==> src/cpuSettings.svh <==
// Width settings for the decode stage and anything built around it
// Include wherever a data width, register count or index width is needed
`ifndef CPU_SETTINGS_SVH
`define CPU_SETTINGS_SVH

// Register and datapath width
`define DATA_WIDTH 16

`define REG_COUNT  16   // Architectural registers, r0 reads as zero

// Register index width, log2 of REG_COUNT
`define REG_BITS   4

`endif

==> src/decodePkg.sv <==
// Opcode and condition encodings plus the bundles passed to later stages
// Import in a module body, use scoped names in port lists
`include "cpuSettings.svh"

package decodePkg;

  ////////////////////////////////////////
  // Encodings
  ////////////////////////////////////////

  // Top nibble of the instruction, encoded 0..15 in listed order
  typedef enum logic [3:0] {
    ADD, SUB, XOR, RED, SLL, SRA, ROR, PADDSB,   // ALU group, doubles as ALU op
    LW, SW, LLB, LHB,                            // Memory and byte loads
    B, BR, PCS, HLT                              // Flow control
  } opcodeT;

  // Branch condition field, instruction bits [11:9]
  typedef enum logic [2:0] {
    NE, EQ, GT, LT, GTE, LTE, OVF, UNCOND
  } condT;

  typedef struct packed {
    logic zf;   // Zero
    logic vf;   // Overflow
    logic nf;   // Negative
  } flagsT;

  ////////////////////////////////////////
  // Stage bundles
  ////////////////////////////////////////

  // Execute stage, 63 bits
  typedef struct packed {
    logic [`REG_BITS-1:0]   srcReg1;
    logic [`REG_BITS-1:0]   srcReg2;
    logic [`DATA_WIDTH-1:0] aluIn1;
    logic [`DATA_WIDTH-1:0] aluImm;
    logic [`DATA_WIDTH-1:0] aluIn2;
    opcodeT                 aluOp;
    logic                   aluSrc;   // Immediate in place of aluIn2
    logic                   zEn;
    logic                   nvEn;
  } exSignalsT;

  typedef struct packed {
    logic [`DATA_WIDTH-1:0] memWriteData;   // Store data for SW
    logic                   memEnable;
    logic                   memWrite;
  } memSignalsT;

  typedef struct packed {
    logic [`REG_BITS-1:0] regRd;
    logic                 regWrite;
    logic                 memToReg;   // Load result instead of ALU result
    logic                 hlt;
    logic                 pcs;
  } wbSignalsT;

  // Write-back port into the register file
  typedef struct packed {
    logic                   en;
    logic [`REG_BITS-1:0]   rd;
    logic [`DATA_WIDTH-1:0] data;
  } regWriteT;

  // Branch outcome and predictor update requests, 22 bits
  typedef struct packed {
    logic                   isBranch;
    logic                   isBr;
    logic                   actualTaken;
    logic                   wenBtb;
    logic                   wenBht;
    logic                   updatePc;   // Misprediction, redirect fetch
    logic [`DATA_WIDTH-1:0] target;
  } branchInfoT;

endpackage

==> src/controlUnit.sv <==
// Opcode decoder for execute, memory and write-back control
// Also compares the resolved branch with the prediction for predictor updates
`timescale 1ns/100ps
`include "cpuSettings.svh"

module controlUnit (
  input  decodePkg::opcodeT      opcode,
  input  logic                   actualTaken,
  input  logic                   predictedTaken,
  input  logic [`DATA_WIDTH-1:0] predictedTarget,
  input  logic [`DATA_WIDTH-1:0] actualTarget,
  output decodePkg::opcodeT      aluOp,
  output logic                   aluSrc,
  output logic                   regSrc,      // rd as first source, LLB/LHB
  output logic                   zEn,
  output logic                   nvEn,
  output logic                   memEnable,
  output logic                   memWrite,
  output logic                   regWrite,
  output logic                   memToReg,
  output logic                   hlt,
  output logic                   pcs,
  output logic                   isBranch,
  output logic                   wenBtb,
  output logic                   wenBht,
  output logic                   updatePc
);
  import decodePkg::*;

  logic dirWrong;   // Direction mispredicted
  logic tgtWrong;   // Taken, but not where predicted

  ////////////////////////////////////////
  // Stage control
  ////////////////////////////////////////

  always_comb begin
    case (opcode)
      ADD, SUB, XOR, RED, SLL, SRA, ROR, PADDSB, LLB, LHB: aluOp = opcode;
      default: aluOp = ADD;   // Address add for LW/SW, unused elsewhere
    endcase
  end

  assign aluSrc    = opcode inside {SLL, SRA, ROR, LW, SW, LLB, LHB};
  assign regSrc    = opcode inside {LLB, LHB};
  assign zEn       = opcode inside {ADD, SUB, XOR, SLL, SRA, ROR};
  assign nvEn      = opcode inside {ADD, SUB};   // Only arithmetic sets N and V
  assign memEnable = opcode inside {LW, SW};
  assign memWrite  = (opcode == SW);
  assign memToReg  = (opcode == LW);
  assign regWrite  = (opcode inside {ADD, SUB, XOR, RED, SLL, SRA, ROR, PADDSB})
                   | (opcode inside {LW, LLB, LHB, PCS});
  assign hlt       = (opcode == HLT);
  assign pcs       = (opcode == PCS);

  ////////////////////////////////////////
  // Predictor decisions
  ////////////////////////////////////////

  assign isBranch = opcode inside {B, BR};
  assign dirWrong = (actualTaken != predictedTaken);
  assign tgtWrong = actualTaken && (actualTarget != predictedTarget);

  assign wenBht   = isBranch;                  // History trained on every branch
  assign wenBtb   = isBranch && actualTaken;   // Target kept only when taken
  assign updatePc = isBranch && (dirWrong || tgtWrong);

  // A store must also open the memory port in the next stage
  memWriteNeedsEnable: assert final (!memWrite || memEnable)
    else $error("controlUnit memWrite without memEnable, opcode %0d", opcode);

endmodule

==> src/branchControl.sv <==
// Branch resolution for B and BR
// Tests the condition field against the flags and forms the branch target
`timescale 1ns/100ps
`include "cpuSettings.svh"

module branchControl (
  input  decodePkg::condT        cond,
  input  logic [8:0]             offset,   // Word offset, signed
  input  decodePkg::flagsT       flags,
  input  logic [`DATA_WIDTH-1:0] rsData,   // Register target for BR
  input  logic                   isBr,
  input  logic [`DATA_WIDTH-1:0] pcNext,
  output logic                   taken,
  output logic [`DATA_WIDTH-1:0] target
);
  import decodePkg::*;

  logic [`DATA_WIDTH-1:0] offsetExt;   // Sign extended, in bytes

  always_comb begin
    case (cond)
      NE:      taken = !flags.zf;
      EQ:      taken = flags.zf;
      GT:      taken = !flags.zf && !flags.nf;
      LT:      taken = flags.nf;
      GTE:     taken = flags.zf || !flags.nf;
      LTE:     taken = flags.nf || flags.zf;
      OVF:     taken = flags.vf;
      default: taken = 1'b1;   // UNCOND
    endcase
  end

  // Shift left one since instructions are halfword aligned
  assign offsetExt = {{(`DATA_WIDTH-10){offset[8]}}, offset, 1'b0};

  assign target = isBr ? rsData : (pcNext + offsetExt);

  // PC relative targets stay aligned
  pcRelAligned: assert final (isBr || !target[0])
    else $error("branchControl odd target %h from pcNext %h", target, pcNext);

endmodule

==> src/regWriteDecoder.sv <==
// Write-back port decode into one enable per register cell
// r0 never gets an enable so it keeps its reset value of zero
`timescale 1ns/100ps
`include "cpuSettings.svh"

module regWriteDecoder (
  input  decodePkg::regWriteT    regWrite,
  output logic [`REG_COUNT-1:0]  writeEn,
  output logic [`DATA_WIDTH-1:0] writeData
);

  always_comb begin
    writeEn = '0;
    if (regWrite.en && (regWrite.rd != '0)) begin
      writeEn[regWrite.rd] = 1'b1;   // Single cell selected
    end
  end

  // Same data goes to every cell, the enable picks the target
  assign writeData = regWrite.data;

  // At most one cell loads per clock and r0 is never among them
  oneCellWrite: assert final ($onehot0(writeEn) && !writeEn[0])
    else $error("regWriteDecoder bad enables %h", writeEn);

endmodule

==> src/regCell.sv <==
// One architectural register with write-through onto its read value
// Instantiated once per register by the register file
`timescale 1ns/100ps
`include "cpuSettings.svh"

module regCell (
  input  logic                   clk,
  input  logic                   rstN,
  input  logic                   writeEn,
  input  logic [`DATA_WIDTH-1:0] writeData,
  output logic [`DATA_WIDTH-1:0] readData
);

  logic [`DATA_WIDTH-1:0] dataQ;   // Stored value

  always_ff @(posedge clk or negedge rstN) begin
    if (!rstN) begin
      dataQ <= '0;
    end else if (writeEn) begin
      dataQ <= writeData;
    end
  end

  assign readData = writeEn ? writeData : dataQ;   // Bypass during the write cycle

  // Bypassed value is what the cell holds afterwards
  storeMatchesBypass: assert property (@(posedge clk) disable iff (!rstN)
    writeEn |=> (dataQ == $past(writeData)))
    else $error("regCell stored %h after write", dataQ);

endmodule

==> src/regReadMux.sv <==
// Two independent read ports over all register cells
// Pure selection, each port indexed by its own source register
`timescale 1ns/100ps
`include "cpuSettings.svh"

module regReadMux (
  input  logic [`DATA_WIDTH-1:0] cellData [`REG_COUNT],
  input  logic [`REG_BITS-1:0]   srcReg1,
  input  logic [`REG_BITS-1:0]   srcReg2,
  output logic [`DATA_WIDTH-1:0] srcData1,
  output logic [`DATA_WIDTH-1:0] srcData2
);

  // Port 1, feeds aluIn1 and the BR target
  always_comb begin
    srcData1 = cellData[srcReg1];
  end

  // Port 2, feeds aluIn2 and store data
  always_comb begin
    srcData2 = cellData[srcReg2];
  end

endmodule

==> src/registerFile.sv <==
// Sixteen-entry register file, one write port and two read ports
// Write decoder in front of the cells, read mux behind them
`timescale 1ns/100ps
`include "cpuSettings.svh"

module registerFile (
  input  logic                   clk,
  input  logic                   rstN,
  input  logic [`REG_BITS-1:0]   srcReg1,
  input  logic [`REG_BITS-1:0]   srcReg2,
  input  decodePkg::regWriteT    regWrite,
  output logic [`DATA_WIDTH-1:0] srcData1,
  output logic [`DATA_WIDTH-1:0] srcData2
);

  logic [`REG_COUNT-1:0]  writeEn;                 // One-hot or zero
  logic [`DATA_WIDTH-1:0] writeData;               // Shared by all cells
  logic [`DATA_WIDTH-1:0] cellData [`REG_COUNT];   // Per cell read values

  regWriteDecoder regWriteDecoder_inst (
    .regWrite  (regWrite),
    .writeEn   (writeEn),
    .writeData (writeData)
  );

  for (genvar i = 0; i < `REG_COUNT; i++) begin : gCell
    regCell regCell_inst (
      .clk       (clk),
      .rstN      (rstN),
      .writeEn   (writeEn[i]),
      .writeData (writeData),
      .readData  (cellData[i])
    );
  end

  regReadMux regReadMux_inst (
    .cellData (cellData),
    .srcReg1  (srcReg1),
    .srcReg2  (srcReg2),
    .srcData1 (srcData1),
    .srcData2 (srcData2)
  );

endmodule

==> src/decodeStage.sv <==
// Instruction decode stage top, combinational apart from the register file
// Feeds execute, memory and write-back bundles plus branch results to fetch
`timescale 1ns/100ps
`include "cpuSettings.svh"

module decodeStage (
  input  logic                   clk,
  input  logic                   rstN,
  input  logic [`DATA_WIDTH-1:0] pcInst,
  input  logic [`DATA_WIDTH-1:0] pcNext,
  input  decodePkg::flagsT       flags,
  input  logic                   predictedTaken,
  input  logic [`DATA_WIDTH-1:0] predictedTarget,
  input  decodePkg::regWriteT    regWrite,   // From write-back
  output decodePkg::exSignalsT   exSignals,
  output decodePkg::memSignalsT  memSignals,
  output decodePkg::wbSignalsT   wbSignals,
  output decodePkg::branchInfoT  branchInfo
);
  import decodePkg::*;

  ////////////////////////////////////////
  // Instruction fields
  ////////////////////////////////////////

  opcodeT                 opcode;
  condT                   cond;
  logic [`REG_BITS-1:0]   rd;
  logic [`REG_BITS-1:0]   rs;
  logic [`REG_BITS-1:0]   rt;
  logic [7:0]             imm8;       // LLB/LHB byte
  logic [3:0]             imm4;       // Shift amount or memory offset
  logic [8:0]             offset;     // Branch offset
  logic                   isBr;       // Register target, bit 12 of B/BR
  logic [`REG_BITS-1:0]   srcReg1;
  logic [`REG_BITS-1:0]   srcReg2;
  logic [`DATA_WIDTH-1:0] srcData1;
  logic [`DATA_WIDTH-1:0] srcData2;
  logic [`DATA_WIDTH-1:0] aluImm;

  // Control unit outputs
  opcodeT aluOp;
  logic   aluSrc;
  logic   regSrc;
  logic   zEn;
  logic   nvEn;
  logic   memEnable;
  logic   memWrite;
  logic   wbRegWrite;   // Not the incoming write-back port
  logic   memToReg;
  logic   hlt;
  logic   pcs;
  logic   isBranch;
  logic   wenBtb;
  logic   wenBht;
  logic   updatePc;

  // Branch resolution
  logic                   actualTaken;
  logic [`DATA_WIDTH-1:0] target;

  assign opcode = opcodeT'(pcInst[15:12]);
  assign cond   = condT'(pcInst[11:9]);
  assign rd     = pcInst[11:8];
  assign rs     = pcInst[7:4];
  assign rt     = pcInst[3:0];
  assign imm8   = pcInst[7:0];
  assign imm4   = pcInst[3:0];
  assign offset = pcInst[8:0];
  assign isBr   = pcInst[12];

  // LLB/LHB read rd to merge the byte, SW reads rd as store data
  assign srcReg1 = regSrc ? rd : rs;
  assign srcReg2 = memWrite ? rd : rt;

  always_comb begin
    if (regSrc) begin
      aluImm = {{(`DATA_WIDTH-8){1'b0}}, imm8};
    end else if (memEnable) begin
      aluImm = {{(`DATA_WIDTH-4){imm4[3]}}, imm4};   // Signed memory offset
    end else begin
      aluImm = {{(`DATA_WIDTH-4){1'b0}}, imm4};
    end
  end

  ////////////////////////////////////////
  // Units
  ////////////////////////////////////////

  controlUnit controlUnit_inst (
    .opcode          (opcode),
    .actualTaken     (actualTaken),
    .predictedTaken  (predictedTaken),
    .predictedTarget (predictedTarget),
    .actualTarget    (target),
    .aluOp           (aluOp),
    .aluSrc          (aluSrc),
    .regSrc          (regSrc),
    .zEn             (zEn),
    .nvEn            (nvEn),
    .memEnable       (memEnable),
    .memWrite        (memWrite),
    .regWrite        (wbRegWrite),
    .memToReg        (memToReg),
    .hlt             (hlt),
    .pcs             (pcs),
    .isBranch        (isBranch),
    .wenBtb          (wenBtb),
    .wenBht          (wenBht),
    .updatePc        (updatePc)
  );

  branchControl branchControl_inst (
    .cond   (cond),
    .offset (offset),
    .flags  (flags),
    .rsData (srcData1),
    .isBr   (isBr),
    .pcNext (pcNext),
    .taken  (actualTaken),
    .target (target)
  );

  registerFile registerFile_inst (
    .clk      (clk),
    .rstN     (rstN),
    .srcReg1  (srcReg1),
    .srcReg2  (srcReg2),
    .regWrite (regWrite),
    .srcData1 (srcData1),
    .srcData2 (srcData2)
  );

  ////////////////////////////////////////
  // Stage bundles
  ////////////////////////////////////////

  always_comb begin
    exSignals.srcReg1 = srcReg1;
    exSignals.srcReg2 = srcReg2;
    exSignals.aluIn1  = srcData1;
    exSignals.aluImm  = aluImm;
    exSignals.aluIn2  = srcData2;   // Execute picks this or aluImm on aluSrc
    exSignals.aluOp   = aluOp;
    exSignals.aluSrc  = aluSrc;
    exSignals.zEn     = zEn;
    exSignals.nvEn    = nvEn;

    memSignals.memWriteData = srcData2;
    memSignals.memEnable    = memEnable;
    memSignals.memWrite     = memWrite;

    wbSignals.regRd    = rd;
    wbSignals.regWrite = wbRegWrite;
    wbSignals.memToReg = memToReg;
    wbSignals.hlt      = hlt;
    wbSignals.pcs      = pcs;

    branchInfo.isBranch    = isBranch;
    branchInfo.isBr        = isBr;
    branchInfo.actualTaken = actualTaken;
    branchInfo.wenBtb      = wenBtb;
    branchInfo.wenBht      = wenBht;
    branchInfo.updatePc    = updatePc;
    branchInfo.target      = target;
  end

endmodule

==> config.mk <==
export PLATFORM = sky130hd
export DESIGN_NAME = decodeStage
export DESIGN_NICKNAME = d
export VERILOG_FILES = /design/src/decodePkg.sv /design/src/controlUnit.sv /design/src/branchControl.sv /design/src/regWriteDecoder.sv /design/src/regCell.sv /design/src/regReadMux.sv /design/src/registerFile.sv /design/src/decodeStage.sv
export VERILOG_INCLUDE_DIRS = /design/src
export SDC_FILE = /design/constraint.sdc
export NUM_CORES = 1
export LEC_CHECK = 0
export BUFFER_PORTS_ARGS = -buffer_cell sky130_fd_sc_hd__buf_2
export CELL_PAD_IN_SITES_DETAIL_PLACEMENT = 1
export CELL_PAD_IN_SITES_GLOBAL_PLACEMENT = 1
export CORE_MARGIN = 10
export CORE_UTILIZATION = 35
export DETAILED_ROUTE_END_ITERATION = 7
export PLACE_DENSITY_LB_ADDON = 0.1
export SETUP_SLACK_MARGIN = 0.5
export SYNTH_ARGS = -nofsm -noshare
export SYNTH_HDL_FRONTEND = slang
export SYNTH_SLANG_ARGS = --single-unit
export TNS_END_PERCENT = 30
==> constraint.sdc <==
create_clock -name clk -period 7 [get_ports clk]
set_input_delay 0.35 -clock clk [delete_from_list [all_inputs] [get_ports clk]]
set_output_delay 0.35 -clock clk [all_outputs]
set_load 0.01 [all_outputs]
==> reports/metrics.yaml, run 1 <==
cp_slowest_cell: "nor2_1"
synth_edf_count: 0
drc: 0
skew_ns: 0
grt_pass1_vias: 19000
ant_nets: 0
synth_cell_types: 85
cts_tree: "built"
synth-async-reset-ratio: 1.00
slew_headroom: 0.0783
port_buffers: 185
hp-start: "regWrite[4]"
grt_pass1_wl_um: 132000
die_area_mm2: 0.0600
viasPerCell: 6.14
drv_slew: 0
wl_met2_um: 42500
dr.max_layer_used: "met4"
postCtsSetupRepairBufs: 0
dr.pass1.iters: 5
worstPathRequired_ns: 6.65
power.density_mw_per_mm2: 266
multi_input_area_mm2: 0.00997
drive_gt1_frac: 0.175
filler_cell_count: 6164
path_max_fanout: 12
wl_per_cell_um: 30.3
synthCells: 2256
die_x_um: 245
worst-setup-path-type: "input port to primary output"
critPathCaptureType: "primary output"
syn_to_final_growth_pct: 12.9
fin_util: 0.399
grt_use_total: 0.295
tightest_slew_ns: 1.34
rr_worst_depth: 2
antenna_found_initial: 2
cp_cell_sequence: "buf_2 -> or3b_1 -> nor2_1 -> mux2i_1 -> o221ai_1 -> o21ai_0 -> o21ai_0 -> mux2i_1 -> a211oi_1 -> and4_1 -> a21oi_1 -> buf_2"
rows: 82
dp_hpwl_um: 62700
worstHoldPathCells: 3
rr_endpoint: "registerFile_inst.gCell[12].regCell_inst.dataQ[6]"
yosysTopAreaCell: "dfrtp_1"
finalSetupViolCount: 0
timing.final.crit_period_ns: 5.31
max_clock_freq_mhz: 188
min_to: "registerFile_inst.gCell[14].regCell_inst.dataQ[4]"
cts.clk_slew.worst_paths_ns: 0.06
worst_ir_drop_vdd_v: 0.000131
syn_area_mm2: 0.0177
seq_area_mm2: 0.00641
vias: 18400
grt_max_degree: 148
min_period_over_period: 0.759
syn_nets: 2346
critPathArrivalTime_ns: 4.96
cts.sinks: 256
cpPeakStageDelay_ns: 1.10
final_common_cell: "nand2_1"
clock_latency_ns: 0.55
hold_path_class: "input port to register"
cp_num_buf_inv: 2
initial_core_util: 0.354
wirelength_um: 90700
ioPinCount: 186
status: "finished, final reports clean"
hold_viol_final: 0
numCtsBuffers: 35
synth_ff_type: "dfrtp_1"
regMostFlops: "registerFile_inst.gCell.regCell_inst.dataQ"
die-height_um: 245
nNetsFinal: 2394
synth-seq-cells: 256
ys_seq_area_frac: 0.362
cts.path.max_buffers: 3
rr_startpoint: "registerFile_inst.gCell[12].regCell_inst.dataQ[6]"
synth_warnings: 0
setup_tns_ns: 0
root_buffer: "clkbuf_16"
r2r_slack_ns: 5.99
syn_area_per_cell_um2: 7.85
core-area_mm2: 0.0501
cts_max_level: 2
cp_top_family: "simple AND/OR/NAND/NOR gates"
top_regs: "registerFile_inst.gCell.regCell_inst.dataQ (256)"
worstSetupStartpointType: "input port"
maxCapViolCount: 0
wl_met3_um: 6540
synth.area.top_cells: "dfrtp_1, nand2_1, nor2_1"
gp_congestion: 0.911
largest_reg_flops: 256
overflow: 0
rsz0062_at_grt: "false"
final_cell_mix: "nand2_1, dfrtp_1, nor2_1, buf_2, o21ai_0"
wl_met1_um: 38000
synth_top_area_frac: 0.362
drt_iter0_markers: 1546
p_leak_nw: 9.21
[timing repair]
item,4_1_cts,5_1_grt
hold buffers,1,0
resized for setup,0,0
hold endpoints to repair,109,0
[cell type report]
cell class / instances / area share
Timing Repair Buffer: 258 / 0.0762
Clock inverter: 1 / 0.000438
Clock buffer: 56 / 0.0513
Inverter: 57 / 0.0108
Tap cell: 672 / 0.0421
Sequential cell: 256 / 0.320
Multi-Input combinational cell: 1696 / 0.499
Antenna cell: 1 / 0.000125
[cell families (layout without fill, tap and decap cells)]
group           Yosys count  count (layout)  synth area share
compound gates          527             527             0.198
buf+inv                 304             372            0.0796
simple gates            986             986             0.242
xor+xnor                 36              36            0.0178
other cells               0               1                 0
fa+ha+maj                16              16            0.0116
mux                     131             131            0.0894
flops                   256             256             0.362
[synth_stat cells (5+ instances only)]
master,instances
a211o_1,5
and2_1,9
o22ai_1,9
xor2_1,14
xnor2_1,22
nand3_1,43
dfrtp_1,256
o21ai_0,169
nor2b_1,11
o311a_1,5
inv_1,51
buf_2,26
buf_1,20
a21o_1,18
o31ai_1,21
o221ai_1,10
nand2b_1,13
a32oi_1,8
nand2_1,454
a2111oi_0,5
mux4_2,15
clkbuf_1,142
a211oi_1,21
a311oi_1,19
nor3_1,141
nor2_1,235
ha_1,14
o32ai_1,7
o211ai_1,41
mux2_2,56
nor4_1,7
buf_4,56
mux2i_1,59
a221oi_1,10
nand4_1,6
o311ai_0,32
or3_1,34
o2111ai_1,9
a21oi_1,84
a31oi_1,13
[metrics by stage]
stage | hold slack [ns] | power (mW) | area [um^2] | instances | setup slack (ns)
3_5_place_dp | 0.393 | 3.59 | 18900 | 2938 | 1.77
4_1_cts | 0.116 | 5.31 | 20000 | 2996 | 1.76
2_1_floorplan | 0.0544 | 2.94 | 17700 | 2256 | 3.55
5_1_grt | 0.144 | 5.56 | 20000 | 2996 | 1.50
6_report | 0.148 | 5.31 | 20000 | 2997 | 1.69
3_3_place_gp | 0.384 | 3.56 | 18900 | 2938 | 1.81
[power breakdown]
group / total [mW] / leakage [nW] / switching [mW] / internal, mW
Combinational: 1.67 / 5.47 / 1.11 / 0.565
Clock: 1.71 / 0.503 / 0.719 / 0.993
Sequential: 1.93 / 3.25 / 0.155 / 1.77
[worst max-delay path by stage]
stage / from / end / slack (ns) / depth (start not counted)
after floorplan: pcInst[12] / memSignals[11] / 3.55 / 13
after global placement: regWrite[19] / branchInfo[16] / 1.81 / 12
after detailed placement: regWrite[19] / branchInfo[16] / 1.77 / 12
after CTS: regWrite[19] / branchInfo[16] / 1.76 / 12
after global routing: regWrite[19] / branchInfo[16] / 1.50 / 12
final: regWrite[19] / branchInfo[16] / 1.69 / 12
[tightest hold or removal path: stages]
cell and delay (ns):
buf_2 0.16, nand2_1 0.07, nand2_1 0.07
[metal layers]
layer	vias to the layer above	GRT usage
li1	8026	-
met1	9436	0.376
met2	751	0.484
met3	186	0.0540
met4	0	0.120
met5	-	0
Power figures use the tool's default switching activity.
==> run 2: changes to the inputs <==
==> constraint.sdc (replaced) <==
create_clock -name clk -period 4.5 [get_ports clk]
set_input_delay 0.225 -clock clk [delete_from_list [all_inputs] [get_ports clk]]
set_output_delay 0.225 -clock clk [all_outputs]
set_load 0.01 [all_outputs]
==> reports/metrics.yaml, run 2 (synthesis results as in run 1) <==
seq_area_mm2: 0.00641  # unchanged
antenna_cells: 0  # -1
final_common_cell: "nand2_1"
place_ws_ns: 0.198  # -1.57 ns
clock_latency_ns: 0.55  # about the same
numCtsBuffers: 36  # +2.9%
rr_endpoint: "registerFile_inst.gCell[1].regCell_inst.dataQ[3]"
path_max_fanout: 16  # +4
top_regs: "registerFile_inst.gCell.regCell_inst.dataQ (256)"
min_to: "registerFile_inst.gCell[7].regCell_inst.dataQ[2]"
rows: 82  # unchanged
setup_tns_ns: 0  # unchanged
die-height_um: 245  # unchanged
drv_slew: 0  # unchanged
largest_reg_flops: 256  # unchanged
worstPathRequired_ns: 4.28  # -2.37 ns
power.density_mw_per_mm2: 408  # +54%
grt_use_total: 0.304  # +0.00910
worstHoldPathCells: 3  # unchanged
grt_pass1_wl_um: 136000  # +2.8%
tightest_slew_ns: 1.14  # -0.205 ns
gp_congestion: 0.909  # -0.23%
hold_path_class: "input port to register"
port_buffers: 185  # unchanged
ant_nets: 0  # unchanged
critPathCaptureType: "primary output"
vias: 18900  # +2.7%
rr_worst_depth: 3  # +1
overflow: 0  # unchanged
worst-setup-path-type: "input port to primary output"
rsz0062_at_grt: "true"
critPathArrivalTime_ns: 3.84  # -1.12 ns
wl_per_cell_um: 30.8  # +1.7%
hold_viol_final: 0  # unchanged
finalSetupViolCount: 0  # unchanged
dp_hpwl_um: 65900  # +5.1%
status: "finished, final reports clean"
viasPerCell: 6.14  # about the same
cts_tree: "built"
nNetsFinal: 2476  # +3.4%
regMostFlops: "registerFile_inst.gCell.regCell_inst.dataQ"
grt_max_degree: 96  # -35%
timing.final.crit_period_ns: 4.07
wirelength_um: 94800  # +4.5%
cts_max_level: 2  # unchanged
rr_startpoint: "registerFile_inst.gCell[1].regCell_inst.dataQ[3]"
grt_pass1_vias: 19400  # +2.1%
drt_iter0_markers: 1801  # +16%
root_buffer: "clkbuf_16"
p_leak_nw: 9.78  # +6.1%
drive_gt1_frac: 0.217  # +0.0421
final_cell_mix: "nand2_1, dfrtp_1, nor2_1, buf_2, o21ai_0"
multi_input_area_mm2: 0.0101  # +1.7%
cts.sinks: 256  # unchanged
syn_to_final_growth_pct: 19.2
max_clock_freq_mhz: 246
min_period_over_period: 0.904
skew_ns: 0  # unchanged
die_area_mm2: 0.0600  # unchanged
antenna_found_initial: 3  # +1
drc: 0  # unchanged
core-area_mm2: 0.0501  # unchanged
filler_cell_count: 6064  # -1.6%
worstSetupStartpointType: "input port"
cts.clk_slew.worst_paths_ns: 0.06  # about the same
setup_slack_ns: 0.434  # -1.25 ns
ioPinCount: 186  # unchanged
worst_ir_drop_vdd_v: 0.000263  # +100%
die_x_um: 245  # unchanged
r2r_slack_ns: 3.50  # -2.49 ns
initial_core_util: 0.354  # unchanged
maxCapViolCount: 0  # unchanged
dr.pass1.iters: 5  # unchanged
slew_headroom: 0.240  # +0.161
cts.path.max_buffers: 3  # unchanged
hp-start: "regWrite[2]"
run 2: routing by layer:
metal | track usage | part of all wire | up-vias
met5 | 0 | 0.00022 | -
met4 | 0.117 | 0.040 | 4
met3 | 0.0542 | 0.081 | 206
met2 | 0.497 | 0.46 | 935
met1 | 0.392 | 0.42 | 9574
li1 | - | - | 8185
run 2: power breakdown:
part / internal [mW] / switching (mW) / total, mW
Sequential: 2.76 / 0.230 / 2.99
Clock: 1.73 / 1.16 / 2.89
Combinational: 0.962 / 1.77 / 2.73
Total: 5.45 / 3.16 / 8.61
run 2: layout make-up:
type	instances	area share
Multi-Input combinational cell	1696	0.481
Clock buffer	49	0.0494
Inverter	57	0.0107
Sequential cell	256	0.304
Tap cell	672	0.0399
Clock inverter	11	0.00540
Timing Repair Buffer	339	0.110
run 2: metrics by stage:
stage               cell area [um^2]  instances   util  power, mW  hold slack, ns
floorplan                      17700       2256      -       4.57         -0.0706
global placement               19600       3011  0.391       5.57           0.341
detailed placement             19600       3011  0.391       5.63           0.341
CTS                            20900       3078  0.418       8.54          0.0727
global route                   21100       3080  0.421       8.99          0.0938
finish                         21100       3080  0.421       8.61          0.0976
run 2: critical path, cell delays in order:
cell and delay, ns:
buf_2 0.35, nor2b_2 0.36, buf_4 0.18, nand2_1 0.07, buf_4 0.19, o21ai_0 0.31
o21ai_0 0.25, a311oi_1 0.55, o32ai_1 0.21, buf_4 0.20, xor2_1 0.15, a21oi_1 0.15
a21oi_1 0.07, and4_1 0.20, a21oi_1 0.18, buf_2 0.17
run 2: worst max-delay path by stage:
| stage | end | cells after the start | start | slack, ns |
|---|---|---|---|---|
| 5_1_grt | branchInfo[16] | 17 | pcInst[13] | 0.40 |
| 6_report | branchInfo[16] | 16 | regWrite[17] | 0.43 |
| 2_1_floorplan | memSignals[11] | 13 | pcInst[12] | 1.30 |
| 3_3_place_gp | branchInfo[16] | 12 | regWrite[17] | 0.21 |
| 3_5_place_dp | branchInfo[16] | 14 | pcInst[13] | 0.20 |
| 4_1_cts | branchInfo[16] | 16 | pcInst[14] | 0.51 |
run 2: timing repair:
action / 4_1_cts / 5_1_grt
cloned: 1 / 2
resized for setup: 15 / 35
endpoints found under the hold margin: 95 / 0
hold buffers: 2 / 0
setup endpoints to repair: 1 / 3
setup buffers: 4 / 0
pin swaps: 1 / 2
